`src/hw/periph_pkg.sv`:
```
// Shared definitions for the peripheral subsystem
// Address map and window numbers of the register port
// Register offsets inside the PLIC and timer windows
// Data, address, priority and source ID widths
package periph_pkg;

    // ---------------------------------------------------------------------------
    // Register port
    // ---------------------------------------------------------------------------
    localparam int unsigned ADDR_W = 16;
    localparam int unsigned DATA_W = 32;

    // Window field in the address, word offset below it
    localparam int unsigned SLOT_LSB = 12;
    localparam int unsigned SLOT_W   = 4;
    localparam int unsigned OFF_LSB  = 2;
    localparam int unsigned OFF_W    = SLOT_LSB - OFF_LSB;

    localparam logic [SLOT_W-1:0] SLOT_PLIC  = 4'd0;
    localparam logic [SLOT_W-1:0] SLOT_TIMER = 4'd1;
    localparam logic [SLOT_W-1:0] SLOT_SPI   = 4'd2;
    localparam logic [SLOT_W-1:0] SLOT_ETH   = 4'd3;

    // Read word of the error responder
    localparam logic [DATA_W-1:0] ERR_RDATA = 32'hDEADBEEF;

    // ---------------------------------------------------------------------------
    // PLIC
    // ---------------------------------------------------------------------------
    localparam int unsigned N_SRC    = 4;
    // ID 0 is reserved for "no source"
    localparam int unsigned SRC_ID_W = $clog2(N_SRC + 1);
    localparam int unsigned MAX_PRIO = 7;
    localparam int unsigned PRIO_W   = $clog2(MAX_PRIO + 1);

    // Word offsets, one priority word per source starting at PLIC_PRIO0
    localparam int unsigned PLIC_PRIO0     = 0;
    localparam int unsigned PLIC_PENDING   = 4;
    localparam int unsigned PLIC_ENABLE    = 5;
    localparam int unsigned PLIC_THRESHOLD = 6;
    localparam int unsigned PLIC_CLAIM     = 7;

    // ---------------------------------------------------------------------------
    // Timers
    // ---------------------------------------------------------------------------
    localparam int unsigned N_TIMER = 2;
    localparam int unsigned TMR_W   = 32;

    // Word offsets within one timer, timer n starts at n * TMR_STRIDE
    localparam int unsigned TMR_COUNT  = 0;
    localparam int unsigned TMR_CMP    = 1;
    localparam int unsigned TMR_CTRL   = 2;
    localparam int unsigned TMR_STATUS = 3;
    localparam int unsigned TMR_STRIDE = 4;

endpackage

```
`src/hw/periph_decode.sv`:
```
// Address decoder for the register port
// Window select pulses, registered read mux and acknowledge,
// error response for stubbed and unmapped windows
`timescale 1ns/1ps

module periph_decode import periph_pkg::*; (
    input  logic              clk_i,
    input  logic              rst_n_i,
    input  logic              req_i,
    input  logic              we_i,
    input  logic [ADDR_W-1:0] addr_i,
    input  logic [DATA_W-1:0] wdata_i,
    output logic              ack_o,
    output logic [DATA_W-1:0] rdata_o,
    output logic              err_o,
    output logic              plic_sel_o,
    output logic              tmr_sel_o,
    output logic              we_o,
    output logic [OFF_W-1:0]  off_o,
    output logic [DATA_W-1:0] wdata_o,
    input  logic [DATA_W-1:0] plic_rdata_i,
    input  logic [DATA_W-1:0] tmr_rdata_i
);

    logic [SLOT_W-1:0] slot;
    logic              plic_hit;
    logic              tmr_hit;
    logic              err_d;
    logic [DATA_W-1:0] rdata_d;

    assign slot  = addr_i[SLOT_LSB +: SLOT_W];
    assign off_o = addr_i[OFF_LSB +: OFF_W];

    always_comb begin
        plic_hit = 1'b0;
        tmr_hit  = 1'b0;
        case (slot)
            SLOT_PLIC:  plic_hit = 1'b1;
            SLOT_TIMER: tmr_hit  = 1'b1;
            // SPI and Ethernet are stubs, they share the error path
            SLOT_SPI, SLOT_ETH: ;
            default: ;
        endcase
    end

    // Only a mapped window sees the access, so stub writes are dropped
    assign plic_sel_o = req_i & plic_hit;
    assign tmr_sel_o  = req_i & tmr_hit;
    assign we_o       = we_i;
    assign wdata_o    = wdata_i;

    // ---------------------------------------------------------------------------
    // Response for the next cycle
    // ---------------------------------------------------------------------------
    assign err_d = req_i & ~(plic_hit | tmr_hit);

    always_comb begin
        rdata_d = '0;
        if (err_d) begin
            rdata_d = ERR_RDATA;
        end else if (req_i && !we_i) begin
            if (plic_hit) begin
                rdata_d = plic_rdata_i;
            end else begin
                rdata_d = tmr_rdata_i;
            end
        end
    end

    always_ff @(posedge clk_i or negedge rst_n_i) begin
        if (!rst_n_i) begin
            ack_o   <= 1'b0;
            err_o   <= 1'b0;
            rdata_o <= '0;
        end else begin
            ack_o   <= req_i;
            err_o   <= err_d;
            rdata_o <= rdata_d;
        end
    end

endmodule

```
`src/hw/periph_timer.sv`:
```
// Two compare timers behind the timer window
// Count, compare, control and status registers per timer
// Sticky match flags that drive the timer interrupts
`timescale 1ns/1ps

module periph_timer import periph_pkg::*; (
    input  logic               clk_i,
    input  logic               rst_n_i,
    input  logic               sel_i,
    input  logic               we_i,
    input  logic [OFF_W-1:0]   off_i,
    input  logic [DATA_W-1:0]  wdata_i,
    output logic [DATA_W-1:0]  rdata_o,
    output logic [N_TIMER-1:0] irq_o
);

    logic [N_TIMER-1:0][TMR_W-1:0] count_q;
    logic [N_TIMER-1:0][TMR_W-1:0] cmp_q;
    logic [N_TIMER-1:0]            en_q;
    logic [N_TIMER-1:0]            status_q;

    for (genvar t = 0; t < N_TIMER; t++) begin : gen_timer
        localparam int unsigned BASE = t * TMR_STRIDE;

        logic wr_count;
        logic wr_cmp;
        logic wr_ctrl;
        logic wr_status;
        logic match;

        assign wr_count  = sel_i && we_i && (off_i == OFF_W'(BASE + TMR_COUNT));
        assign wr_cmp    = sel_i && we_i && (off_i == OFF_W'(BASE + TMR_CMP));
        assign wr_ctrl   = sel_i && we_i && (off_i == OFF_W'(BASE + TMR_CTRL));
        assign wr_status = sel_i && we_i && (off_i == OFF_W'(BASE + TMR_STATUS));
        assign match     = en_q[t] && (count_q[t] == cmp_q[t]);

        always_ff @(posedge clk_i or negedge rst_n_i) begin
            if (!rst_n_i) begin
                count_q[t]  <= '0;
                cmp_q[t]    <= '0;
                en_q[t]     <= 1'b0;
                status_q[t] <= 1'b0;
            end else begin
                // A software write to the count wins over the counter
                if (wr_count) begin
                    count_q[t] <= wdata_i[TMR_W-1:0];
                end else if (match) begin
                    count_q[t] <= '0;
                end else if (en_q[t]) begin
                    count_q[t] <= count_q[t] + 1'b1;
                end

                if (wr_cmp) begin
                    cmp_q[t] <= wdata_i[TMR_W-1:0];
                end
                if (wr_ctrl) begin
                    en_q[t] <= wdata_i[0];
                end

                // Write one to clear, a match in the same cycle keeps it set
                if (match) begin
                    status_q[t] <= 1'b1;
                end else if (wr_status && wdata_i[0]) begin
                    status_q[t] <= 1'b0;
                end
            end
        end
    end

    assign irq_o = status_q;

    // Read mux, unmapped offsets return zero
    always_comb begin
        rdata_o = '0;
        for (int t = 0; t < N_TIMER; t++) begin
            if (off_i == OFF_W'(t * TMR_STRIDE + TMR_COUNT)) begin
                rdata_o = DATA_W'(count_q[t]);
            end
            if (off_i == OFF_W'(t * TMR_STRIDE + TMR_CMP)) begin
                rdata_o = DATA_W'(cmp_q[t]);
            end
            if (off_i == OFF_W'(t * TMR_STRIDE + TMR_CTRL)) begin
                rdata_o = DATA_W'(en_q[t]);
            end
            if (off_i == OFF_W'(t * TMR_STRIDE + TMR_STATUS)) begin
                rdata_o = DATA_W'(status_q[t]);
            end
        end
    end

endmodule

```
`src/hw/plic_gateway.sv`:
```
// PLIC gateway for level-triggered sources
// Pending and in-service bits per source, updated by claim and complete
`timescale 1ns/1ps

module plic_gateway import periph_pkg::*; (
    input  logic                clk_i,
    input  logic                rst_n_i,
    input  logic [N_SRC-1:0]    src_i,
    input  logic                claim_i,
    input  logic [SRC_ID_W-1:0] claim_id_i,
    input  logic                complete_i,
    input  logic [SRC_ID_W-1:0] complete_id_i,
    output logic [N_SRC-1:0]    pending_o
);

    logic [N_SRC-1:0] pending_q;
    logic [N_SRC-1:0] in_service_q;
    logic [N_SRC-1:0] claim_hit;
    logic [N_SRC-1:0] complete_hit;

    // Source IDs start at 1, bit i holds source i+1
    always_comb begin
        for (int i = 0; i < N_SRC; i++) begin
            claim_hit[i]    = claim_i && (claim_id_i == SRC_ID_W'(i + 1));
            complete_hit[i] = complete_i && (complete_id_i == SRC_ID_W'(i + 1));
        end
    end

    always_ff @(posedge clk_i or negedge rst_n_i) begin
        if (!rst_n_i) begin
            pending_q    <= '0;
            in_service_q <= '0;
        end else begin
            for (int i = 0; i < N_SRC; i++) begin
                if (claim_hit[i]) begin
                    pending_q[i]    <= 1'b0;
                    in_service_q[i] <= 1'b1;
                end else begin
                    if (complete_hit[i]) begin
                        in_service_q[i] <= 1'b0;
                    end
                    // Held level re-arms one cycle after the complete
                    if (src_i[i] && !in_service_q[i]) begin
                        pending_q[i] <= 1'b1;
                    end
                end
            end
        end
    end

    assign pending_o = pending_q;

endmodule

```
`src/hw/plic_target.sv`:
```
// PLIC target for a single hart context
// Priority, enable and threshold registers
// Highest-priority selection, claim/complete register, target interrupt
`timescale 1ns/1ps

module plic_target import periph_pkg::*; (
    input  logic                clk_i,
    input  logic                rst_n_i,
    input  logic                sel_i,
    input  logic                we_i,
    input  logic [OFF_W-1:0]    off_i,
    input  logic [DATA_W-1:0]   wdata_i,
    input  logic [N_SRC-1:0]    pending_i,
    output logic [DATA_W-1:0]   rdata_o,
    output logic                claim_o,
    output logic [SRC_ID_W-1:0] claim_id_o,
    output logic                complete_o,
    output logic [SRC_ID_W-1:0] complete_id_o,
    output logic                irq_o
);

    logic [N_SRC-1:0][PRIO_W-1:0] prio_q;
    logic [N_SRC-1:0]             enable_q;
    logic [PRIO_W-1:0]            threshold_q;
    logic [SRC_ID_W-1:0]          best_id;
    logic [PRIO_W-1:0]            best_prio;
    logic                         claim_acc;

    // ---------------------------------------------------------------------------
    // Source selection
    // ---------------------------------------------------------------------------
    // Strict compare from ID 1 up, so ties go to the lower ID and prio 0 never wins
    always_comb begin
        best_id   = '0;
        best_prio = '0;
        for (int i = 0; i < N_SRC; i++) begin
            if (pending_i[i] && enable_q[i] && (prio_q[i] > best_prio)) begin
                best_id   = SRC_ID_W'(i + 1);
                best_prio = prio_q[i];
            end
        end
    end

    // Claim on read, complete on write of the claim word
    assign claim_acc     = sel_i && (off_i == OFF_W'(PLIC_CLAIM));
    assign claim_o       = claim_acc && !we_i;
    assign claim_id_o    = best_id;
    assign complete_o    = claim_acc && we_i;
    assign complete_id_o = wdata_i[SRC_ID_W-1:0];

    // ---------------------------------------------------------------------------
    // Registers
    // ---------------------------------------------------------------------------
    always_ff @(posedge clk_i or negedge rst_n_i) begin
        if (!rst_n_i) begin
            prio_q      <= '0;
            enable_q    <= '0;
            threshold_q <= '0;
            irq_o       <= 1'b0;
        end else begin
            irq_o <= (best_prio > threshold_q);
            if (sel_i && we_i) begin
                for (int i = 0; i < N_SRC; i++) begin
                    if (off_i == OFF_W'(PLIC_PRIO0 + i)) begin
                        prio_q[i] <= wdata_i[PRIO_W-1:0];
                    end
                end
                if (off_i == OFF_W'(PLIC_ENABLE)) begin
                    enable_q <= wdata_i[N_SRC-1:0];
                end
                if (off_i == OFF_W'(PLIC_THRESHOLD)) begin
                    threshold_q <= wdata_i[PRIO_W-1:0];
                end
            end
        end
    end

    // Read mux, the pending word is read only
    always_comb begin
        rdata_o = '0;
        for (int i = 0; i < N_SRC; i++) begin
            if (off_i == OFF_W'(PLIC_PRIO0 + i)) begin
                rdata_o = DATA_W'(prio_q[i]);
            end
        end
        if (off_i == OFF_W'(PLIC_PENDING)) begin
            rdata_o = DATA_W'(pending_i);
        end
        if (off_i == OFF_W'(PLIC_ENABLE)) begin
            rdata_o = DATA_W'(enable_q);
        end
        if (off_i == OFF_W'(PLIC_THRESHOLD)) begin
            rdata_o = DATA_W'(threshold_q);
        end
        if (off_i == OFF_W'(PLIC_CLAIM)) begin
            rdata_o = DATA_W'(best_id);
        end
    end

endmodule

```
`src/hw/periph_top.sv`:
```
// Peripheral subsystem top level
// Register port decoder, two compare timers and a four-source PLIC
`timescale 1ns/1ps

module periph_top import periph_pkg::*; (
    input  logic                     clk_i,
    input  logic                     rst_n_i,
    input  logic                     req_i,
    input  logic                     we_i,
    input  logic [ADDR_W-1:0]        addr_i,
    input  logic [DATA_W-1:0]        wdata_i,
    output logic                     ack_o,
    output logic [DATA_W-1:0]        rdata_o,
    output logic                     err_o,
    input  logic [N_SRC-N_TIMER-1:0] ext_irq_i,
    output logic                     irq_o
);

    logic                plic_sel;
    logic                tmr_sel;
    logic                we;
    logic [OFF_W-1:0]    off;
    logic [DATA_W-1:0]   wdata;
    logic [DATA_W-1:0]   plic_rdata;
    logic [DATA_W-1:0]   tmr_rdata;
    logic [N_TIMER-1:0]  tmr_irq;
    logic [N_SRC-1:0]    pending;
    logic                claim;
    logic [SRC_ID_W-1:0] claim_id;
    logic                complete;
    logic [SRC_ID_W-1:0] complete_id;

    // ---------------------------------------------------------------------------
    // Register port
    // ---------------------------------------------------------------------------
    periph_decode periph_decode_i (
        .clk_i        ( clk_i      ),
        .rst_n_i      ( rst_n_i    ),
        .req_i        ( req_i      ),
        .we_i         ( we_i       ),
        .addr_i       ( addr_i     ),
        .wdata_i      ( wdata_i    ),
        .ack_o        ( ack_o      ),
        .rdata_o      ( rdata_o    ),
        .err_o        ( err_o      ),
        .plic_sel_o   ( plic_sel   ),
        .tmr_sel_o    ( tmr_sel    ),
        .we_o         ( we         ),
        .off_o        ( off        ),
        .wdata_o      ( wdata      ),
        .plic_rdata_i ( plic_rdata ),
        .tmr_rdata_i  ( tmr_rdata  )
    );

    periph_timer periph_timer_i (
        .clk_i   ( clk_i     ),
        .rst_n_i ( rst_n_i   ),
        .sel_i   ( tmr_sel   ),
        .we_i    ( we        ),
        .off_i   ( off       ),
        .wdata_i ( wdata     ),
        .rdata_o ( tmr_rdata ),
        .irq_o   ( tmr_irq   )
    );

    // ---------------------------------------------------------------------------
    // PLIC, sources 1-2 are the timers and 3-4 the external inputs
    // ---------------------------------------------------------------------------
    plic_gateway plic_gateway_i (
        .clk_i         ( clk_i                ),
        .rst_n_i       ( rst_n_i              ),
        .src_i         ( {ext_irq_i, tmr_irq} ),
        .claim_i       ( claim                ),
        .claim_id_i    ( claim_id             ),
        .complete_i    ( complete             ),
        .complete_id_i ( complete_id          ),
        .pending_o     ( pending              )
    );

    plic_target plic_target_i (
        .clk_i         ( clk_i       ),
        .rst_n_i       ( rst_n_i     ),
        .sel_i         ( plic_sel    ),
        .we_i          ( we          ),
        .off_i         ( off         ),
        .wdata_i       ( wdata       ),
        .pending_i     ( pending     ),
        .rdata_o       ( plic_rdata  ),
        .claim_o       ( claim       ),
        .claim_id_o    ( claim_id    ),
        .complete_o    ( complete    ),
        .complete_id_o ( complete_id ),
        .irq_o         ( irq_o       )
    );

endmodule

```
`config.mk`:
```
export PLATFORM = sky130hd
export DESIGN_NAME = periph_top
export DESIGN_NICKNAME = d
export VERILOG_FILES = /design/src/hw/periph_pkg.sv /design/src/hw/periph_decode.sv /design/src/hw/periph_timer.sv /design/src/hw/plic_gateway.sv /design/src/hw/plic_target.sv /design/src/hw/periph_top.sv
export SDC_FILE = /design/constraint.sdc
export NUM_CORES = 1
export LEC_CHECK = 0
export BUFFER_PORTS_ARGS = -buffer_cell sky130_fd_sc_hd__buf_2
export CORE_ASPECT_RATIO = 1.25
export CORE_MARGIN = 5
export CORE_UTILIZATION = 33
export DETAILED_ROUTE_END_ITERATION = 6
export PLACE_DENSITY = 0.53
export REMOVE_ABC_BUFFERS = 1
export SLEW_MARGIN = 20
export SYNTH_ARGS = -nofsm -noshare
export SYNTH_HDL_FRONTEND = slang
export SYNTH_SLANG_ARGS = --single-unit
export TNS_END_PERCENT = 50
```
`constraint.sdc`:
```
create_clock -name clk_i -period 5.1 [get_ports clk_i]
set_input_delay 1.02 -clock clk_i [delete_from_list [all_inputs] [get_ports clk_i]]
set_output_delay 1.02 -clock clk_i [all_outputs]
set_load 0.05 [all_outputs]
```
# Word level (Yosys, flattened, before mapping)
# Cells that the tools add are included.
# op_classes
addsub	2
mul	0
n_div	0
order_cmp	5
n_eq_ne	18
n_shift	0
muxes	55
bitwise	5
n_reduce_logical	63
# op_table
operator	n
two-way mux 32 bit	17
adder 32 x 1 -> 32 bit, second input constant	2
equality test 32 bit	2
equality test 10 x 3 -> 1 bit, second input constant	4
logical AND 1 bit	38
two-way mux 3 bit	11
two-way mux 1 bit	23
equality test 10 x 2 -> 1 bit, second input constant	2
nonzero test 2 bit	10
two-way mux 4 bit	4
equality test 3 x 2 -> 1 bit, second input constant	4
greater-than comparator 3 bit	4
AND reduction 2 bit	6
equality test 10 x 1 -> 1 bit, second input constant	1
zero test 10 bit	1
equality test 3 x 1 -> 1 bit, second input constant	2
equality test 3 bit, second input constant	2
nonzero test 3 bit	2
zero test 1 bit	5
equality test 4 x 1 -> 1 bit, second input constant	1
zero test 4 bit	1
AND 1 bit	3
greater-than comparator 3 x 1 -> 1 bit, second input constant	1
inverter 1 bit	1
OR 1 bit	1
# word_totals
regBits	194
latch_bits	0
mem_bits_rw	0
rom_bits	0
input_bits	54
out_inout_bits	35
elab_cells	174
memories	0

# Longest topological paths before layout
# Gate-level depths: netlist (run 1).
# logic_depth
word_depth	16
depth_mapped	24
mapped_depth_nobuf	23

# By module
# A second synthesis (run 1) with hierarchy kept.
# unflattened
cells_unflattened	1244
hier_area_um2	12105.4
# modules_own_cells
mod	n_inst	cells_per_inst	area_per_inst_um2	seq_area_each_um2
periph_timer	1	855	8092.8	3303.2
plic_target	1	190	1863.0	500.5
periph_decode	1	167	1769.2	850.8
plic_gateway	1	32	380.4	200.2

# Worst setup path after synthesis (run 1)
# No wires, ideal clock.
# synth_timing
path_type	reg-to-reg
startpoint	reg plic_target_i.enable_q[0]
endpoint	reg plic_target_i.irq_o
setup_time_ns	0.126
t_arrival_ns	4.406
t_required_ns	4.974
path_slack_ns	0.568
stages_incl_launch_ff	23
n_path_buf	1
synth_period_minus_slack_ns	4.532
path_cell_list	dfrtp_1 -> and3_1 -> ha_1 -> nand3_1 -> nand3_1 -> a21oi_1 -> mux2i_1 -> inv_1 -> ha_1 -> nor2b_1 -> o21ai_0 -> a21oi_1 -> inv_1 -> mux2_2 -> ha_1 -> a31oi_1 -> o21a_1 -> clkbuf_1 -> o21ai_0 -> ha_1 -> a21o_1 -> a21oi_1 -> a31oi_1
# synth_between
elab_chain_cells	13
# synth_lines
item	line	source
start, declared	plic_target.sv:23	logic [N_SRC-1:0] enable_q;
start signal, assigned	plic_target.sv:69	enable_q <= wdata_i[N_SRC-1:0];
logical AND 1 bit * (2 in a row)	plic_target.sv:37	if (pending_i[i] && enable_q[i] && (prio_q[i] > best_prio)) begin
two-way mux 3 bit *	plic_target.sv:37	
greater-than comparator 3 bit	plic_target.sv:37	
logical AND 1 bit	plic_target.sv:37	
two-way mux 3 bit *	plic_target.sv:37	
greater-than comparator 3 bit	plic_target.sv:37	
logical AND 1 bit	plic_target.sv:37	
two-way mux 3 bit *	plic_target.sv:37	
greater-than comparator 3 bit	plic_target.sv:37	
logical AND 1 bit	plic_target.sv:37	
two-way mux 3 bit *	plic_target.sv:37	
greater-than comparator 3 bit *	plic_target.sv:61	irq_o <= (best_prio > threshold_q);
end signal, assigned	plic_target.sv:61	
end, declared	plic_target.sv:19	output logic irq_o
# Every way passes the cells marked *; elsewhere a longest branch is shown, timed or not.
# A chain may end at the register's enable or synchronous reset.

# Worst setup path in the final report (run 1)
# Same ends and word-level chain as after synthesis.

==> results of run 1 <==
## stage by stage
stage,utilization,cells,cell area [um2],hold slack (ns),setup WS [ns]
after floorplan,-,1002,10500,0.464,0.306
after global placement,0.358,1523,11700,0.492,0.276
after detailed placement,0.358,1523,11700,0.492,0.0462
after CTS,0.377,1555,12300,0.509,0.00925
after global routing,0.378,1557,12300,0.556,0.0470
final,0.378,1557,12300,0.516,0.343
## synthesized netlist by cell type, drive strengths merged, types with 4 or more instances
cell type / number
dfrtp: 194
nand2: 111
mux2: 86
xor2: 58
xnor2: 55
o21ai: 54
o31ai: 51
clkbuf: 48
nand3: 36
nor2: 32
a21oi: 31
nand4: 28
buf: 27
nor4: 26
nor3: 24
a22o: 23
inv: 23
a22oi: 21
a221oi: 20
ha: 14
a31oi: 12
mux2i: 11
or3: 10
nand2b: 9
nor2b: 9
and3: 8
and4: 8
or4: 6
o21a: 5
a211o: 4
or2: 4
## cells by family after synthesis
family                   synth area share
AND/OR/NAND/NOR                     0.153
AO/OA/AOI/OAI                       0.154
multiplexers                        0.101
buffers and inverters              0.0384
adder cells (fa/ha/maj)            0.0161
flip-flops                          0.447
XOR/XNOR                           0.0910
## layer usage
layer	share of wire	vias to the layer above	track usage	routed length, um
met2	0.50	303	0.341	18100
met5	0	-	0	0
li1	-	4054	-	-
met4	0.036	0	0.0770	1300
met1	0.42	4531	0.255	15100
met3	0.047	66	0.0294	1720
## worst max-delay path: cells and delay by family (launching register included)
family	cells	cell delay, ns
compound gates	10	1.66
fa+ha+maj	4	1.20
buf+inv	2	0.23
flops	1	0.43
mux	2	0.58
simple gates	4	0.54
## how the worst max path moves through the flow
| stage | to | cells after the start | startpoint | slack, ns |
|---|---|---|---|---|
| 2_1_floorplan | periph_timer_i.count_q[33] | 4 | addr_i[9] | 0.31 |
| 5_1_grt | plic_target_i.irq_o | 22 | plic_gateway_i.pending_o[0] | 0.05 |
| 3_3_place_gp | plic_target_i.irq_o | 22 | plic_target_i.enable_q[0] | 0.28 |
| 6_report | plic_target_i.irq_o | 22 | plic_target_i.enable_q[0] | 0.34 |
| 4_1_cts | plic_target_i.irq_o | 22 | plic_target_i.enable_q[0] | 0.009 |
| 3_5_place_dp | plic_target_i.irq_o | 22 | plic_target_i.enable_q[0] | 0.05 |
## report_power, final
group | leakage (nW) | switching (mW) | internal [mW]
clock network | 0.284 | 0.662 | 0.737
logic | 2.38 | 0.199 | 0.0874
registers | 2.36 | 0.0623 | 1.58
## flip-flops by register name, indices dropped and copies added (netlist names), 2 cells and up
signal / flops
periph_decode_i.rdata_o: 32
periph_timer_i.cmp_q: 64
periph_timer_i.count_q: 64
periph_timer_i.en_q: 2
periph_timer_i.irq_o: 2
plic_gateway_i.in_service_q: 4
plic_gateway_i.pending_o: 4
plic_target_i.enable_q: 4
plic_target_i.prio_q: 12
plic_target_i.threshold_q: 3
## repair_timing
item                       in CTS  in global routing
setup endpoints to repair       0                  9
buffers inserted                0                  2
resized for setup               0                  4
## area by class of cell
| cell class | instances | area share |
|---|---|---|
| well taps | 418 | 0.0425 |
| clock buffers | 17 | 0.0346 |
| multi-input cells | 785 | 0.458 |
| clock inverters | 15 | 0.0137 |
| repair buffers | 105 | 0.0493 |
| flip-flops and latches | 194 | 0.395 |
| inverters | 23 | 0.00702 |
## layout by cell type (no fill, tap or decap), types with 29 or more instances in the layout
master     n
xor2_1    58
nor2_1    30
xnor2_1   55
mux2_2    84
a21oi_1   29
o31ai_1   51
nand2_1  111
dfrtp_1  193
nand3_1   36
buf_2     85
o21ai_0   54
==> results.md, run 1 <==
* FF-to-FF Start: plic_target_i.enable_q[0]
* Post-layout min period at 4.76 ns
* Synth warn at 0
* WHS Path Cells at 2
* DRC at 0
* Vias at 8,954
* CP startpoint kind: register
* Status: complete, no violations
* Hold Crit Class: reg -> reg
* Post-route ant nets at 0
* Drt initial violations at 965
* Crit path DAT at 5.09 ns
* GR Overflow Total at 0
* Fmax at 210 MHz
* Cells on worst reg2reg path at 22
* DIE AREA at 0.0367 mm2
* Fillers at 3,297
* Final setup viols at 0
* Clk_lat worst skew at 0.45 ns
* Total Wirelength at 36.3 mm
* Register area at 0.00486 mm2
* Largest stage delay, worst path at 0.43 ns
* TritonCTS clock tree: yes
* Maximum vdd drop at 0.000200 V
* Post-synthesis cell type count at 60
* Die Y at 213 um
* Critical path class: reg -> reg
* Max-slew violations at 0
* Final net count at 1,194
* Dominant cell type by area after synthesis: dfrtp_1
* Yosys top cell area share at 0.447
* Syn_area_per_cell at 10.1 um2
* TritonCTS Sinks at 194
* Hpwl dp at 24.8 mm
* Pwr per Cell Area at 270 mW/mm2
* Clk root buf: clkbuf_16
* Sink of the worst hold path: plic_gateway_i.in_service_q[2]
* Slew @ Worst Pin at 1.01 ns
* Post-synth ARST share at 1.00
* Initial core utilization at 0.334
* Port Buffer Count at 86
* Endpoint type of the worst setup path: register
* GP Congestion at 0.877
* Clk buf depth at 2
* RSZ-0062 raised after global routing: no
* Ports at 89
* First-pass GRT wire length at 55.6 mm
* Worst-path cell chain: nand3_1 -> ha_1 -> nor2b_1 -> o21ai_0 -> a21oi_2 -> mux2i_2 -> inv_1 -> ha_1 -> nor2b_1 -> o21ai_0 -> a21oi_2 -> inv_1 -> mux2i_1 -> ha_1 -> nor2b_1 -> o21a_1 -> o21a_1 -> o21ai_0 -> ha_1 -> a21o_1 -> a21oi_1 -> a31oi_1
* # H-tree levels at 4
* Hold path startpoint: plic_gateway_i.in_service_q[2]
* Hold Fails Final Rpt at 0
* Crit-path slowest cell: dfrtp_2
* Layout area overhead at 13.2%
* Post-synth EDFFs at 0
* Ys flop type: dfrtp_1
* Drt via density at 5.75
* Inserted Clock Buffers at 17
* Synthesized area at 0.0109 mm2
* Tcrit/Tclk final at 0.933
* Site Rows at 74
* Top post-synthesis cells by area: dfrtp_1, mux2_2, xor2_1
* Reg clk slew, reported paths at 0.08 ns
* Area of the multi-input gates at 0.00564 mm2
* Leak at 5.01 nW
* Synth Register Bits at 194
* Core area at 0.0326 mm2
* Per-cell routed wire length at 23.3 um
* Worst Skew at 0.0123 ns
* Cell mode on critical path: ha_1
* CP max FO at 6
* Layout cells sized above 1 at 0.213
* # diodes at 0
* Initial antenna violation count at 0
* Cts hold-fix bufs at 0
* Pwr Total at 3.32 mW
* Seq/Total Area, Yosys at 0.447
* Final setup TNS at 0 ns
* GRT Util Overall at 0.200
* Largest net degree at the start of global routing at 103
* Reg2Reg Capture Point: plic_target_i.irq_o
* Max-cap viol count at 0
* Cells after synthesis at 1,077
* Vias in the first global route at 8,956
* Required time worst endpoint at 5.43 ns
* Relative slew slack at 0.323
* Chip Width at 172 um
* R2r setup slk at 0.34 ns
* Drt pass-1 iters at 5
No activity file was read; power rests on OpenSTA's default activity.
==> inputs of run 2 (changes only) <==
--- a/config.mk
+++ b/config.mk
@@ -10,6 +10,7 @@
 export CORE_MARGIN = 5
 export CORE_UTILIZATION = 33
 export DETAILED_ROUTE_END_ITERATION = 6
+export GPL_TIMING_DRIVEN = 0
 export PLACE_DENSITY = 0.53
 export REMOVE_ABC_BUFFERS = 1
 export SLEW_MARGIN = 20
==> results.md, run 2 (synthesis gave the netlist of run 1 again) <==
* Max-slew violations at 0 (unchanged)
* Drt initial violations at 659 (-32%)
* Top delay family on crit path: compound AO/OA/AOI/OAI gates
* Largest net degree at the start of global routing at 72 (-30%)
* R2r setup slk at 0.40 ns (+0.05 ns)
* Crit-path slowest cell: dfrtp_1
* Initial antenna violation count at 0 (unchanged)
* Vias in the first global route at 8,840 (-1.3%)
* Pwr per Cell Area at 266 mW/mm2 (-1.7%)
* Chip Width at 172 um (unchanged)
* Sequential power share at 0.494 (about the same)
* Relative slew slack at 0.217 (-0.106)
* Hold Crit Class: in -> async
* Top flop regs: periph_timer_i.cmp_q: 64 flops, periph_timer_i.count_q: 64 flops, periph_decode_i.rdata_o: 32 flops
* FF-to-FF Start: plic_target_i.enable_q[0]
* Most frequent cells in the layout: dfrtp_1, nand2_1, buf_2
* Core area at 0.0326 mm2 (unchanged)
* Hpwl dp at 25.5 mm (+2.6%)
* Die Y at 213 um (unchanged)
* Initial core utilization at 0.334 (unchanged)
* Drt via density at 5.59 (-2.7%)
* GR Overflow Total at 0 (unchanged)
* GRT Util Overall at 0.195 (-0.00433)
* Status: complete, no violations
* Register area at 0.00485 mm2 (about the same)
* Switching Fraction at 0.271 (-0.00650)
* # H-tree levels at 4 (unchanged)
* # diodes at 0 (unchanged)
* Inserted Clock Buffers at 17 (unchanged)
* Endpoint type of the worst setup path: register
* Clk_lat worst skew at 0.45 ns (about the same)
* Reg2Reg Capture Point: plic_target_i.irq_o
* First-pass GRT wire length at 54.4 mm (-2.2%)
* Maximum vdd drop at 0.000160 V (-20%)
* Dpl cells at 1,527 (+0.26%)
* Tcrit/Tclk final at 0.922 (-0.0106)
* DIE AREA at 0.0367 mm2 (unchanged)
* Worst setup startpoint: plic_target_i.enable_q[0]
* Port Buffer Count at 86 (unchanged)
* CP endpoint: plic_target_i.irq_o
* Pwr Total at 3.31 mW (-0.45%)
* Cts hold-fix bufs at 0 (unchanged)
* Cell mode on critical path: ha_1
* Final net count at 1,199 (+0.42%)
* Drt pass-1 iters at 5 (unchanged)
* DRC at 0 (unchanged)
* Layout cells sized above 1 at 0.218 (+0.00431)
* Max-cap viol count at 0 (unchanged)
* Net switching power at 0.897 mW (-2.8%)
* Fillers at 3,289 (-0.24%)
* Final setup viols at 0 (unchanged)
* Layout Utilization at 0.382 (+0.00480)
* Hold Fails Final Rpt at 0 (unchanged)
* Final setup TNS at 0 ns (unchanged)
* CP startpoint kind: register
* Required time worst endpoint at 5.44 ns (about the same)
* Worst-path cell chain: nand3_1 -> ha_1 -> nor2b_1 -> o21ai_0 -> a21oi_2 -> mux2i_1 -> inv_1 -> ha_1 -> nor2b_1 -> o21ai_0 -> a21oi_2 -> inv_1 -> mux2i_1 -> ha_1 -> nor2b_1 -> o21a_1 -> o21a_2 -> o21ai_0 -> ha_1 -> a21o_1 -> a21oi_1 -> a31oi_1
* Ports at 89 (unchanged)
* Layout area overhead at 14.6%
* Largest stage delay, worst path at 0.48 ns (+0.05 ns)
* Clk buf depth at 2 (unchanged)
* Reg clk slew, reported paths at 0.08 ns (about the same)
* Fin cells at 1,562 (+0.32%)
* Comb pwr share at 0.087 (about the same)
* Post-route ant nets at 0 (unchanged)
* TritonCTS clock tree: yes
* WP depth at 22 (unchanged)
* CP max FO at 6 (unchanged)
* Worst Path Buf+Inv at 2 (unchanged)
* Leak at 5.08 nW (+1.3%)
* Critical path class: reg -> reg
* Total Wirelength at 35.1 mm (-3.2%)
* Crit path DAT at 5.04 ns (-0.05 ns)
* Cells on worst reg2reg path at 22 (unchanged)
* GP Congestion at 0.883 (+0.73%)
* Commonest non-fill, non-tap cell in the layout: dfrtp_1
* Worst Skew at 0.0152 ns (+0.00296 ns)
* Post-layout min period at 4.70 ns (-0.0538 ns)
* Vias at 8,738 (-2.4%)
* Slew @ Worst Pin at 1.17 ns (+0.168 ns)
* Per-cell routed wire length at 22.5 um (-3.6%)
* Clk pwr share at 0.419 (-0.002)
* Area of the multi-input gates at 0.00565 mm2 (+0.27%)
* Site Rows at 74 (unchanged)
* TritonCTS Sinks at 194 (unchanged)
* Fmax at 213 MHz (+1.1%)
* Pint at 2.41 mW (+0.45%)
* Clk root buf: clkbuf_16
## run 2: metal layers
layer	global-route usage	share of wire	wire, um	vias to the layer above
li1	-	-	-	4079
met1	0.260	0.43	15200	4337
met2	0.325	0.49	17300	267
met3	0.0289	0.045	1590	55
met4	0.0664	0.030	1050	0
met5	0	0	0	-
## run 2: worst min-delay path by stage
stage,start,to
after CTS,rst_n_i,periph_timer_i.count_q[7]
after global routing,rst_n_i,periph_timer_i.cmp_q[39]
after floorplan,plic_gateway_i.in_service_q[2],plic_gateway_i.in_service_q[2]
after detailed placement,plic_gateway_i.in_service_q[0],plic_gateway_i.in_service_q[0]
after global placement,plic_gateway_i.in_service_q[0],plic_gateway_i.in_service_q[0]
final,rst_n_i,periph_timer_i.cmp_q[37]
## run 2: through the flow
step | setup slack (ns) | instance area, um2 | hold WS (ns)
after floorplan | 0.306 | 10500 | 0.464
after global placement | -2.18 | 11500 | 0.496
after detailed placement | -0.0529 | 11800 | 0.503
after CTS | 0.0814 | 12400 | 0.512
after global routing | -0.0265 | 12500 | 0.530
final | 0.397 | 12500 | 0.501
## run 2: final cells by class
cell class                 instances  area share
inverter                          23     0.00693
multi-input combinational        785       0.454
tap                              418      0.0420
clock inverter                    13      0.0121
timing repair buffer             110      0.0601
clock buffer                      19      0.0355
sequential                       194       0.390
## run 2: what timing repair did
| action | in CTS | in global routing |
|---|---|---|
| buffers inserted | 0 | 3 |
| pin swaps | 0 | 1 |
| endpoints found under the setup margin | 1 | 7 |
| resized for setup | 1 | 2 |
| endpoints found under the hold margin | 0 | 0 |
| cloned | 0 | 0 |
## run 2: power groups by stage
stage               Sequential [mW]  Combinational, mW  Clock (mW)
finish                         1.64              0.286        1.39
global route                   1.64              0.310        1.48
CTS                            1.63              0.290        1.42
detailed placement             1.66              0.290           0
global placement               1.66              0.281           0
floorplan                      1.70             0.0974           0
